`config.mk`:
```
export PLATFORM = sky130hd
export DESIGN_NAME = plat_reset_gen
export DESIGN_NICKNAME = d
export VERILOG_FILES = /design/src/verilog/plat_pkg.sv /design/src/verilog/plat_reset_gen.sv
export SDC_FILE = /design/constraint.sdc
export NUM_CORES = 1
export LEC_CHECK = 0
export BUFFER_PORTS_ARGS = -buffer_cell sky130_fd_sc_hd__buf_4
export CORE_AREA = 2 2 39 41
export CTS_CLUSTER_DIAMETER = 60
export DETAILED_ROUTE_END_ITERATION = 16
export DIE_AREA = 0 0 41 43
export GPL_TIMING_DRIVEN = 0
export PLACE_DENSITY = 0.37
export SLEW_MARGIN = 15
export SYNTH_ARGS = -nofsm -noshare
export SYNTH_HDL_FRONTEND = slang
export SYNTH_SLANG_ARGS = --single-unit
```
`constraint.sdc`:
```
create_clock -name pClk -period 1.5 [get_ports pClk]
set_clock_uncertainty 0.05 [all_clocks]
set_input_delay 0.075 -clock pClk [delete_from_list [all_inputs] [get_ports pClk]]
set_output_delay 0.075 -clock pClk [all_outputs]
set_load 0.005 [all_outputs]
```
`src/verilog/plat_pkg.sv`:
```
// ======================================================================
// Platform constants and the structs shared by the emulator, the banks
// and the AFU. Both bank groups share one address width. The group-1
// word must not be wider than the group-0 word.
// ======================================================================

package plat_pkg;

  // Local memory geometry
  localparam int mem_addr_w = 8;
  localparam int g0_word_w = 64;
  localparam int g1_word_w = 32;

  // Read latency of each bank, counted from the edge that samples the request
  localparam int g0_read_latency = 2;
  localparam int g1_read_latency = 3;

  // Platform reset stays low this many cycles after a soft-reset request
  localparam int soft_reset_cycles = 4;

  // Power of two, so the AFU queue pointers wrap on their own
  localparam int afu_queue_depth = 4;

  typedef logic [g0_word_w-1:0] g0_word_t;
  typedef logic [g1_word_w-1:0] g1_word_t;

  // ====================================================================
  // Host channel
  // ====================================================================

  typedef enum logic [1:0] {
    op_wr_g0      = 2'd0,
    op_wr_g1      = 2'd1,
    op_rd         = 2'd2,
    op_soft_reset = 2'd3
  } host_op_t;

  typedef struct packed {
    host_op_t              op;
    logic [mem_addr_w-1:0] addr;
    g0_word_t              data;
  } host_cmd_t;

  typedef struct packed {
    logic [mem_addr_w-1:0] addr;
    g0_word_t              data;
  } host_rsp_t;

  // ====================================================================
  // Bank request, write data travels beside it
  // ====================================================================

  typedef struct packed {
    logic                  wr_en;
    logic [mem_addr_w-1:0] addr;
  } mem_req_t;

endpackage

```
`src/verilog/plat_reset_gen.sv`:
```
// ======================================================================
// Platform reset. Board reset or a soft-reset strobe drives soft_rst_n
// low. A strobe holds it low for soft_reset_cycles cycles, starting one
// edge after the strobe is sampled. The output is registered, so board
// reset reaches soft_rst_n one edge late.
// ======================================================================

`timescale 1ns/1ns

module plat_reset_gen
  (
    input  logic pClk,
    input  logic rst_n,
    input  logic soft_reset_req,
    output logic soft_rst_n
  );

  localparam int cnt_w = $clog2(plat_pkg::soft_reset_cycles + 1);

  // Cycles still to hold after the current one
  logic [cnt_w-1:0] hold_cnt;

  always_ff @(posedge pClk)
  begin
    if (!rst_n)
    begin
      hold_cnt   <= '0;
      soft_rst_n <= 1'b0;
    end
    else if (soft_reset_req)
    begin
      // First low cycle starts now, the counter covers the rest
      hold_cnt   <= cnt_w'(plat_pkg::soft_reset_cycles - 1);
      soft_rst_n <= 1'b0;
    end
    else if (hold_cnt != '0)
    begin
      hold_cnt   <= hold_cnt - 1'b1;
      soft_rst_n <= 1'b0;
    end
    else
    begin
      soft_rst_n <= 1'b1;
    end
  end

endmodule

```
Yosys cells after proc, flatten, opt, wreduce, memory -nomap -nowiden
Cells that the tools add are included.
{ "classes": {"mux": 3, "add_sub_neg": 1, "bitwise": 1, "reduce_logical": 3} }
{ "ops": {"columns": ["operator", "count"], "rows": [
  ["2-bit two-way mux", 2],
  ["3-bit nonzero test", 1],
  ["3-bit by 1-bit subtractor with 3-bit output (second input constant)", 1],
  ["2-bit nonzero test", 1],
  ["2-bit OR reduction", 1],
  ["1-bit two-way mux", 1],
  ["1-bit NOT", 1]
]} }
{ "word_totals": {"in_bits": 3, "regBits": 4} }

Longest topological paths before layout
{ "depth": {"word_depth": 3, "depth_mapped": 4} }

Worst setup path after synthesis
OpenSTA, ideal clock, no wires.
{ "synth_timing": {"path_type": "register to register", "startpoint": "register hold_cnt[0]", "endpoint": "register hold_cnt[2]", "arrival_ps": 1039, "period_less_slack_ps": 1155, "path_slack_ps": 345, "stages_incl_launch_ff": 5, "setup_time_ps": 66, "path_cell_list": "dfxtp_1 > inv_1 > ha_1 > or3b_1 > a21oi_2"} }
{ "synth_between": {"elab_chain_len": 1, "word_cells_on_any_way": 2} }
{ "synth_rtl": {"columns": ["item", "line_no", "rtl"], "rows": [
  ["start: declaration", "plat_reset_gen.sv:21", "logic [cnt_w-1:0] hold_cnt;"],
  ["start signal: assignment", "plat_reset_gen.sv:33", "hold_cnt <= cnt_w'(plat_pkg::soft_reset_cycles - 1);"],
  ["start signal: assignment", "plat_reset_gen.sv:38", "hold_cnt <= hold_cnt - 1'b1;"],
  ["3-bit by 1-bit subtractor with 3-bit output / 3-bit nonzero test (equally long branches)", "plat_reset_gen.sv:38, plat_reset_gen.sv:36", null]
]} }
Several ways; a longest one is shown, not always the timed one.
A chain may end at the register's enable or synchronous reset.

Final worst setup path
Same ends and word-level chain as after synthesis.

==> out/results.tsv <==
metric	value	unit
run_status	finished clean	
most-common-layout-cells	sky130_fd_sc_hd__inv_1 (4), sky130_fd_sc_hd__dfxtp_1 (4), sky130_fd_sc_hd__clkbuf_4 (3), sky130_fd_sc_hd__buf_4 (3)	
synth-seq-cells	4	
cp-start-kind	flop	
syn_inst	21	
post_cts_setup_buffer_count	0	
critPathTopFamily	simple AND/OR/NAND/NOR gates	
gp_congestion	0.606	
finish.utilization	19.3	%
maxcap_violations	0	
final-max-slew-violation-count	0	
cts_htree_levels	1	
die_area	0.00176	mm2
detailedRoute.firstPassIterationCount	3	
wl_per_cell	7.23	um
hold_viol	0	
r2r_start	hold_cnt[0]	
power_density	1150	mW/mm2
vias_per_cell	3.63	
port-buffer-count	3	
wirelength	311	um
timing_worst_slew_pin_value	244	ps
die_height	43	um
yosys_warnings	0	
detailedRoute.firstIterationViolations	2	
synth.avg_cell_area	9.59	um2
share_of_post_route_cells_with_drive_strength_above_1	25.9	%
register_cell_area_after_layout	80.1	um2
synthToLayoutAreaGrowth	32.3	%
n_antenna_cell	0	
clkLatencyLatePin	230	ps
worstPathBufferInverterCount	1	
tritoncts	yes	
highest_cell_delay_on_the_worst_timing_path	370	ps
worst_slack	272	ps
setup.worst_path.end_class	flop	
grt_pass1_vias	158	
grt_remaining_overflow	0	
initial_utilization	14.6	%
setup_viol	0	
postSynthNetCount	26	
tritoncts.num_buffers	3	
max_clock_buf_depth	2	
cp-startpoint	hold_cnt[0]	
critical_path_peak_fanout	4	
grtUsageTotal	5.42	%
period_minus_slack	1230	ps
p_leak	0.115	nW
vdd.ir_drop.worst	0.355	mV
routed-via-count	156	
finalSetupTns	0	ps
grt_antenna_before_repair	0	
timing_worst_setup_path_type	flop to flop	
synth_seq_area_share	39.8	%
timing.critical_path.required	1620	ps
route.detailed.drc	0	
max_clock_freq	814	MHz
yosysUniqueCellTypes	12	
core	0.00138	mm2
multiInputGateArea	106	um2
clock_tree.root_cell	sky130_fd_sc_hd__clkbuf_4	
finalCritPeriodShare	81.9	%
cts-resized-gates	0	
slew-limit-headroom	83.5	%
synth.cell_area	201	um2
cts_hold_buf	0	
ant_nets	0	
critical-path-slowest-cell	sky130_fd_sc_hd__or3b_1	
placementRows	14	
clk_transition_reported_paths	40	ps
nFillCells	153	
maximum_number_of_pins_on_one_net_before_global_route_repair	6	
first_pass_grt_wire_length	586	um
timing.critical_path.arrival	1350	ps
layout.nets	34	
floorplan.die.width	41	um
worstHoldStart	rst_n	
clock_sink_count	4	
setup_repair_after_global_routing_missed_its_margin	no	
min_path_type	input pin to flop	
total_power	0.000306	W
num_io_pins	4	
placement.setup.worst_slack	268	ps
worstPathCellList	inv_1 > ha_1 > or3b_1 > a21oi_2	
synthesized netlist by cell type, drive strengths merged:
cell	instances	share of area, %
a211oi	1	3.7
nand2b	2	6.2
nor2	1	1.9
a311oi	1	4.3
or2b	1	3.7
dfxtp	4	40
nor4b	2	8.7
inv	4	7.5
a21oi	1	4.3
nor2b	1	3.1
or3b	1	4.3
ha	2	12
logic make-up after synthesis:
group | Yosys count | share of synthesized area [%]
compound gates | 3 | 12.4
flops | 4 | 39.8
fa+ha+maj | 2 | 12.4
buf+inv | 4 | 7.45
simple gates | 8 | 28.0
flip-flops by register name, summed over array words and instances (netlist names):
signal and flops:
hold_cnt 3, soft_rst_n 1
metal layers:
| layer | vias to the layer above | global-route usage [%] | wire length, um |
|---|---|---|---|
| met3 | 0 | 1.57 | 12 |
| met1 | 69 | 6.11 | 162 |
| met4 | 0 | 8.00 | 0 |
| met2 | 4 | 6.25 | 136 |
| li1 | 83 | - | - |
| met5 | - | 0 | 0 |
layout make-up:
| class | instances | share of cell area (%) |
|---|---|---|
| Clock buffer | 3 | 8.45 |
| Inverter | 4 | 5.63 |
| Multi-Input combinational cell | 13 | 39.9 |
| Sequential cell | 4 | 30.0 |
| Tap cell | 16 | 7.51 |
| Timing Repair Buffer | 3 | 8.45 |
worst min-delay path, delay by kind of cell:
family | cells | cell delay, ps
compound gates | 1 | 40
buf+inv | 2 | 170
metrics by stage:
stage               instances  cell area (um2)  hold WS, ps
floorplan                  21              201          160
detailed placement         40              244          302
finish                     43              267         57.2
CTS                        43              267         50.8
global placement           40              244          301
global route               43              267         66.6
report_power, final:
part	leakage, nW	switching (W)	internal, W	total, W
Combinational	0.0683	0.0000237	0.0000264	0.0000501
Sequential	0.0331	0.00000602	0.000117	0.000123
Clock	0.0138	0.0000433	0.0000895	0.000133
worst paths after layout:
path                               endpoint  slack [ps]  cells past startpoint
worst max-delay path            hold_cnt[2]         270                      4
worst min-delay path            hold_cnt[1]          60                      3
worst max register to register  hold_cnt[2]         270                      4
worst min register to register  hold_cnt[2]         550                      2
Note: power is estimated with default switching activity, not from simulation.
