<file path="src/verilog/plat_pkg.sv">
// ======================================================================
// Platform constants and the structs shared by the emulator, the banks
// and the AFU. Both bank groups share one address width. The group-1
// word must not be wider than the group-0 word.
// ======================================================================

package plat_pkg;

  // Local memory geometry
  localparam int mem_addr_w = 8;
  localparam int g0_word_w = 64;
  localparam int g1_word_w = 32;

  // Read latency of each bank, counted from the edge that samples the request
  localparam int g0_read_latency = 2;
  localparam int g1_read_latency = 3;

  // Platform reset stays low this many cycles after a soft-reset request
  localparam int soft_reset_cycles = 4;

  // Power of two, so the AFU queue pointers wrap on their own
  localparam int afu_queue_depth = 4;

  typedef logic [g0_word_w-1:0] g0_word_t;
  typedef logic [g1_word_w-1:0] g1_word_t;

  // ====================================================================
  // Host channel
  // ====================================================================

  typedef enum logic [1:0] {
    op_wr_g0      = 2'd0,
    op_wr_g1      = 2'd1,
    op_rd         = 2'd2,
    op_soft_reset = 2'd3
  } host_op_t;

  typedef struct packed {
    host_op_t              op;
    logic [mem_addr_w-1:0] addr;
    g0_word_t              data;
  } host_cmd_t;

  typedef struct packed {
    logic [mem_addr_w-1:0] addr;
    g0_word_t              data;
  } host_rsp_t;

  // ====================================================================
  // Bank request, write data travels beside it
  // ====================================================================

  typedef struct packed {
    logic                  wr_en;
    logic [mem_addr_w-1:0] addr;
  } mem_req_t;

endpackage

</file>
<file path="src/verilog/afu_combine.sv">
// ======================================================================
// AFU. Pairs group-0 and group-1 read results in arrival order and
// returns their sum with the group-0 address. Both groups must see the
// same read sequence. Queues do not check overflow; with the fixed bank
// latencies group 0 runs at most one entry ahead.
// ======================================================================

`timescale 1ns/1ns

module afu_combine
  (
    input  logic                            pClk,
    input  logic                            rst_n,

    input  logic                            g0_rd_valid,
    input  logic [plat_pkg::mem_addr_w-1:0] g0_rd_addr,
    input  plat_pkg::g0_word_t              g0_rd_data,

    input  logic                            g1_rd_valid,
    input  plat_pkg::g1_word_t              g1_rd_data,

    output logic                            host_rsp_valid,
    output plat_pkg::host_rsp_t             host_rsp
  );

  localparam int qd    = plat_pkg::afu_queue_depth;
  localparam int ptr_w = $clog2(qd);
  localparam int cnt_w = $clog2(qd + 1);

  // Queue storage
  logic [plat_pkg::mem_addr_w-1:0] g0_addr_q [qd];
  plat_pkg::g0_word_t              g0_data_q [qd];
  plat_pkg::g1_word_t              g1_data_q [qd];

  logic [ptr_w-1:0] g0_wr_ptr;
  logic [ptr_w-1:0] g0_rd_ptr;
  logic [cnt_w-1:0] g0_cnt;
  logic [ptr_w-1:0] g1_wr_ptr;
  logic [ptr_w-1:0] g1_rd_ptr;
  logic [cnt_w-1:0] g1_cnt;

  logic pop;

  assign pop = (g0_cnt != '0) && (g1_cnt != '0);

  // ====================================================================
  // Queue control
  // ====================================================================

  always_ff @(posedge pClk)
  begin
    if (!rst_n)
    begin
      g0_wr_ptr <= '0;
      g0_rd_ptr <= '0;
      g0_cnt    <= '0;
      g1_wr_ptr <= '0;
      g1_rd_ptr <= '0;
      g1_cnt    <= '0;
    end
    else
    begin
      if (g0_rd_valid)
        g0_wr_ptr <= g0_wr_ptr + 1'b1;
      if (g1_rd_valid)
        g1_wr_ptr <= g1_wr_ptr + 1'b1;
      if (pop)
      begin
        g0_rd_ptr <= g0_rd_ptr + 1'b1;
        g1_rd_ptr <= g1_rd_ptr + 1'b1;
      end
      g0_cnt <= g0_cnt + cnt_w'(g0_rd_valid) - cnt_w'(pop);
      g1_cnt <= g1_cnt + cnt_w'(g1_rd_valid) - cnt_w'(pop);
    end
  end

  always_ff @(posedge pClk)
  begin
    if (g0_rd_valid)
    begin
      g0_addr_q[g0_wr_ptr] <= g0_rd_addr;
      g0_data_q[g0_wr_ptr] <= g0_rd_data;
    end
    if (g1_rd_valid)
    begin
      g1_data_q[g1_wr_ptr] <= g1_rd_data;
    end
  end

  // ====================================================================
  // Response
  // ====================================================================

  always_ff @(posedge pClk)
  begin
    if (!rst_n)
      host_rsp_valid <= 1'b0;
    else
      host_rsp_valid <= pop;
  end

  // Sum wraps at 64 bits
  always_ff @(posedge pClk)
  begin
    host_rsp.addr <= g0_addr_q[g0_rd_ptr];
    host_rsp.data <= g0_data_q[g0_rd_ptr] + plat_pkg::g0_word_w'(g1_data_q[g1_rd_ptr]);
  end

endmodule

</file>
<file path="config.mk">
export PLATFORM = sky130hd
export DESIGN_NAME = afu_combine
export DESIGN_NICKNAME = d
export VERILOG_FILES = /design/src/verilog/plat_pkg.sv /design/src/verilog/afu_combine.sv
export SDC_FILE = /design/constraint.sdc
export NUM_CORES = 1
export LEC_CHECK = 0
export ABC_CLOCK_PERIOD_IN_PS = 10200
export BUFFER_PORTS_ARGS = -buffer_cell sky130_fd_sc_hd__buf_4
export CAP_MARGIN = 10
export CELL_PAD_IN_SITES_DETAIL_PLACEMENT = 1
export CELL_PAD_IN_SITES_GLOBAL_PLACEMENT = 1
export CORE_AREA = 8 8 211 193
export DETAILED_ROUTE_END_ITERATION = 16
export DIE_AREA = 0 0 219 201
export PLACE_DENSITY = 0.91
export SKIP_LAST_GASP = 1
export SLEW_MARGIN = 20
export SYNTH_ARGS = -nofsm -noshare
export SYNTH_HDL_FRONTEND = slang
export SYNTH_SLANG_ARGS = --single-unit
export TNS_END_PERCENT = 1
</file>
<file path="constraint.sdc">
create_clock -name pClk -period 10.2 [get_ports pClk]
set_input_delay 1.02 -clock pClk [delete_from_list [all_inputs] [get_ports pClk]]
set_output_delay 1.02 -clock pClk [all_outputs]
set_load 0.05 [all_outputs]
</file>
# Yosys cells after proc, flatten, opt, wreduce, memory -nomap -nowiden
# Memory sizes are Yosys's and may differ from the RTL's. A register that Yosys moved wholly into a read port is not among the register bits.
# Cells that the tools add are included.
[word_totals]
ff_bits = 79
ramBits = 416
input_bits = 108
out_inout_bits = 73
wordCells = 31
mem_count = 3
[classes]
add_sub_neg = 9
n_mux = 8
reduce_logical = 3
[mem_list]
columns = ["memory", "depth", "width", "rd", "rd_ports_with_merged_regs", "write_ports", "line_no", "source"]
rows = [
  ["g0_data_q", 4, 64, 1, 1, 1, "afu_combine.sv:32", "plat_pkg::g0_word_t g0_data_q [qd];"],
  ["g1_data_q", 4, 32, 1, 1, 1, "afu_combine.sv:33", "plat_pkg::g1_word_t g1_data_q [qd];"],
  ["g0_addr_q", 4, 8, 1, 1, 1, "afu_combine.sv:31", "logic [plat_pkg::mem_addr_w-1:0] g0_addr_q [qd];"],
]
[ops]
columns = ["op", "count"]
rows = [
  ["adder 64 x 32 -> 64 bit", 1],
  ["adder 2 x 1 -> 2 bit, second input constant", 4],
  ["two-way mux 2 bit", 4],
  ["adder 3 x 1 -> 3 bit", 2],
  ["nonzero test 3 bit", 2],
  ["subtractor 3 x 1 -> 3 bit", 2],
  ["two-way mux 1 bit", 4],
  ["logical AND 1 bit", 1],
]

# Depth between registers and ports, before layout
[logic_depth]
word_depth = 4
ltp_mapped = 16
ltp_nobuf = 10

# Worst setup path after synthesis
# Ideal clock, no wire load.
[synth_path]
path_type = "register to register"
startpoint = "register (tool-made name)"
endpoint = "register host_rsp[50] in the netlist's numbering"
setup_ns = 0.127
arrival_ns = 3.976
t_required_ns = 10.073
path_slack_ns = 6.097
path_stages_with_launch = 17
n_path_buf = 6
synth_period_minus_slack_ns = 4.103
path_cell_list = "dfxtp_1 -> buf_6 -> buf_12 -> buf_12 -> buf_12 -> buf_2 -> mux4_2 -> ha_1 -> fa_1 -> a211oi_2 -> o211ai_2 -> a211oi_4 -> o21ai_2 -> a2111oi_4 -> buf_6 -> nor3_1 -> xor2_1"
[synth_lines]
columns = ["element", "line_no", "source"]
rows = [
  ["end, declared", "afu_combine.sv:23", "output plat_pkg::host_rsp_t host_rsp"],
]

==> results by group <==
Min path
  • Hold Path Class: flop to flop

Yosys
  • Post-synth ARST share: 0%
  • Top-area cell type share of the netlist area: between 60 and 70%
  • Mapped Area: 0.0201 mm²
  • Synth unique cells: roughly 60
  • Dominant synthesized flop cell: edfxtp_1
  • Count of state elements after synthesis: approximately 500
  • Synth top area cells: edfxtp_1 (62%), mux4_2 (9.7%), dfxtp_1 (9.1%), ha_1 (2.7%), mux4_1 (2.4%)
  • Post-Syn Area per Cell: between 15 and 20 µm²
  • Syn Inst Count: between 1000 and 1500
  • Synth warn: 0
  • Mapped Nets: ~1200
  • Synth area leader: edfxtp_1
  • Sequential fraction of the synthesis area: 71.3%
  • Post-synth EDFFs: between 400 and 500

STA
  • Minimum clock period: around 4.7 ns
  • Worst Skew: 0.0270 ns
  • WHS: about 0.56 ns
  • Maximum clock frequency: roughly 210 MHz
  • Final setup TNS: 0 ns
  • # setup viols final: 0
  • Slew Limit Fails: 0
  • Post-route setup slack: around 5.5 ns
  • Tcrit/Tclk final: a little under half
  • Final count of hold timing violations: 0
  • RSZ-0062 raised after global routing: false
  • Actual slew at the worst max-slew pin: 1.00 ns
  • Rel. slew slack: about 33%

Routing
  • Vias: 11178
  • WL/cell: just under 30 µm
  • Vias/cell: between 6 and 7
  • Drt first pass iters: 5
  • WL final: between 50 and 60 mm
  • ANT nets after route: 0
  • Initial DRC Count: approximately 1100
  • DRC viols: 0

Cells and area
  • Leading cell type in the layout, fill and taps excluded: edfxtp_1
  • Nets: ~1500
  • Syn-to-layout area delta: 18.9%
  • Post-route design area: approximately 0.024 mm²
  • Layout cells sized above 1: 29.8%
  • Most frequent cells in the layout: edfxtp_1 (416), buf_4 (193), dfxtp_1 (88)
  • Non-Filler Instances: about 1800
  • Final Core Density: 64.7%
  • # fillers: 3174

Power
  • Power Total: 7.63 mW
  • Pwr dens: between 300 and 400 mW/mm²
  • Leak pwr: about 8.4 nW
  • Peak VDD IR: 0.152 mV

CTS
  • H-tree levels: 2
  • PostCTS Resize Cnt: 0
  • CTS tree: built
  • TritonCTS Buffers: 50
  • Root buf cell: clkbuf_16
  • Clock Path Buffers: 3
  • # hold bufs at CTS: 0
  • Clock Pin Slew Worst Setup and Hold Paths: approximately 0.060 ns
  • Setup bufs post-CTS: 0
  • # clock sinks: approximately 500
  • Skew-Pair Late Insertion Delay: between 0.5 and 0.6 ns

Global route
  • GRT Residual Overflow: 0
  • Pin count of the biggest net entering global routing: 61
  • First-pass GRT wire length: 78.5 mm
  • Vias in the first global route: about 12000
  • Tot GR Track Use: between 20% and 30%
  • Antenna violations before repair: 7

Worst setup path
  • Arrival time worst endpoint: approximately 5 ns
  • Critical path class: flop to flop
  • CP Capture Type: flop
  • Worst setup SP type: flop
  • CP Max Fanout: 42
  • CP required: about 11 ns

Placement
  • Dpl hpwl: ~33 mm
  • GP Congestion: 0.853
  • Placed insts: between 1500 and 2000
  • Port-buffer cells: 180
  • Dpl ws: a little under 5 ns
  • Post-DP Area: approximately 0.022 mm²

Die
  • Die Area: about 0.044 mm²
  • Chip width: around 220 µm
  • I/O pins: ~180
  • Core area: approximately 0.037 mm²
  • Initial Util: between 50% and 60%
  • Chip height: around 200 µm
  • Std-Cell Rows: 67

Run
  • Max Cap Viol: 0

Status
  • Status: finished clean
-- synthesized netlist by cell type (all sizes together), types with 2 or more instances --
library cell / n
a221oi: 3
nor2: 40
fa: 3
o21ai: 30
nor4: 10
ha: 44
nand3: 21
a211oi: 6
o211ai: 3
edfxtp: 416
dfxtp: 91
a31oi: 2
buf: 21
and2: 25
nand4: 12
nor3: 25
nor2b: 8
or3: 4
o21bai: 2
nand2: 42
a21o: 12
mux4: 104
nand2b: 2
a21oi: 32
nor4b: 3
a2111oi: 3
xor2: 44
or2: 2
inv: 20
and4: 4
xnor2: 27
clkbuf: 12
o31ai: 2
mux2i: 3
-- critical path, stage by stage, from the launching register on --
cell	delay (ns)
dfxtp_2	0.84
buf_4	0.66
mux4_2	0.41
ha_1	0.43
a211oi_1	0.39
o21ai_0	0.15
a211oi_1	0.40
o21ai_0	0.34
o21ai_2	0.56
nor3_1	0.19
xor2_1	0.18
-- layout make-up --
cell class | count | area (µm²) | area share (%)
Antenna cell | 2 | 5.00 | 0.0210
Clock buffer | 73 | 1520 | 6.38
Clock inverter | 21 | 363 | 1.52
Inverter | 20 | 75.1 | 0.315
Multi-Input combinational cell | 524 | 5490 | 23.0
Sequential cell | 507 | 14300 | 60.0
Tap cell | 483 | 604 | 2.53
Timing Repair Buffer | 195 | 1490 | 6.23
-- final timing paths --
kind              cells after the start                       from                   end  slack (ns)
setup reg to reg                     10                       flop  host_rsp[63]$_DFF_P_        5.49
hold / removal                        1  g0_addr_q[0][6]$_DFFE_PP_  host_rsp[70]$_DFF_P_        0.56
setup / recovery                     10                       flop  host_rsp[63]$_DFF_P_        5.49
hold reg to reg                       1  g0_addr_q[0][6]$_DFFE_PP_  host_rsp[70]$_DFF_P_        0.56
-- sequential cells by signal, indices dropped and copies added, names as in the netlist, named ones only --
register        count
g0_data_q         256
g0_addr_q          32
host_rsp_valid      1
g1_wr_ptr           2
g0_rd_ptr           2
g1_data_q         128
g1_cnt              3
host_rsp           72
g0_cnt              3
g0_wr_ptr           2
g1_rd_ptr           2
-- routing by layer --
metal / GRT usage (%) / wire length (µm)
met1: 29.8 / 20500
met2: 40.3 / 27100
met3: 4.94 / 3760
met4: 9.24 / 1760
met5: 0 / 60
-- logic make-up (layout without fill, tap and decap cells) --
family / after synthesis / count (layout) / share of synthesized area (%)
buffers and inverters: 53 / 309 / 1.38
and+or+nand+nor: 200 / 200 / 5.67
AOI/OAI and AO/OA: 99 / 99 / 3.32
other: 0 / 2 / 0
adders and majority gates: 47 / 47 / 3.04
muxes: 107 / 107 / 12.2
xor gates and xnor gates: 71 / 71 / 3.10
DFF: 507 / 507 / 71.3
-- where the power goes --
part	internal (mW)	switching, mW
registers	2.50	0.131
logic	1.03	1.88
clock network	1.29	0.792
No activity file was read; power rests on OpenSTA's default activity.
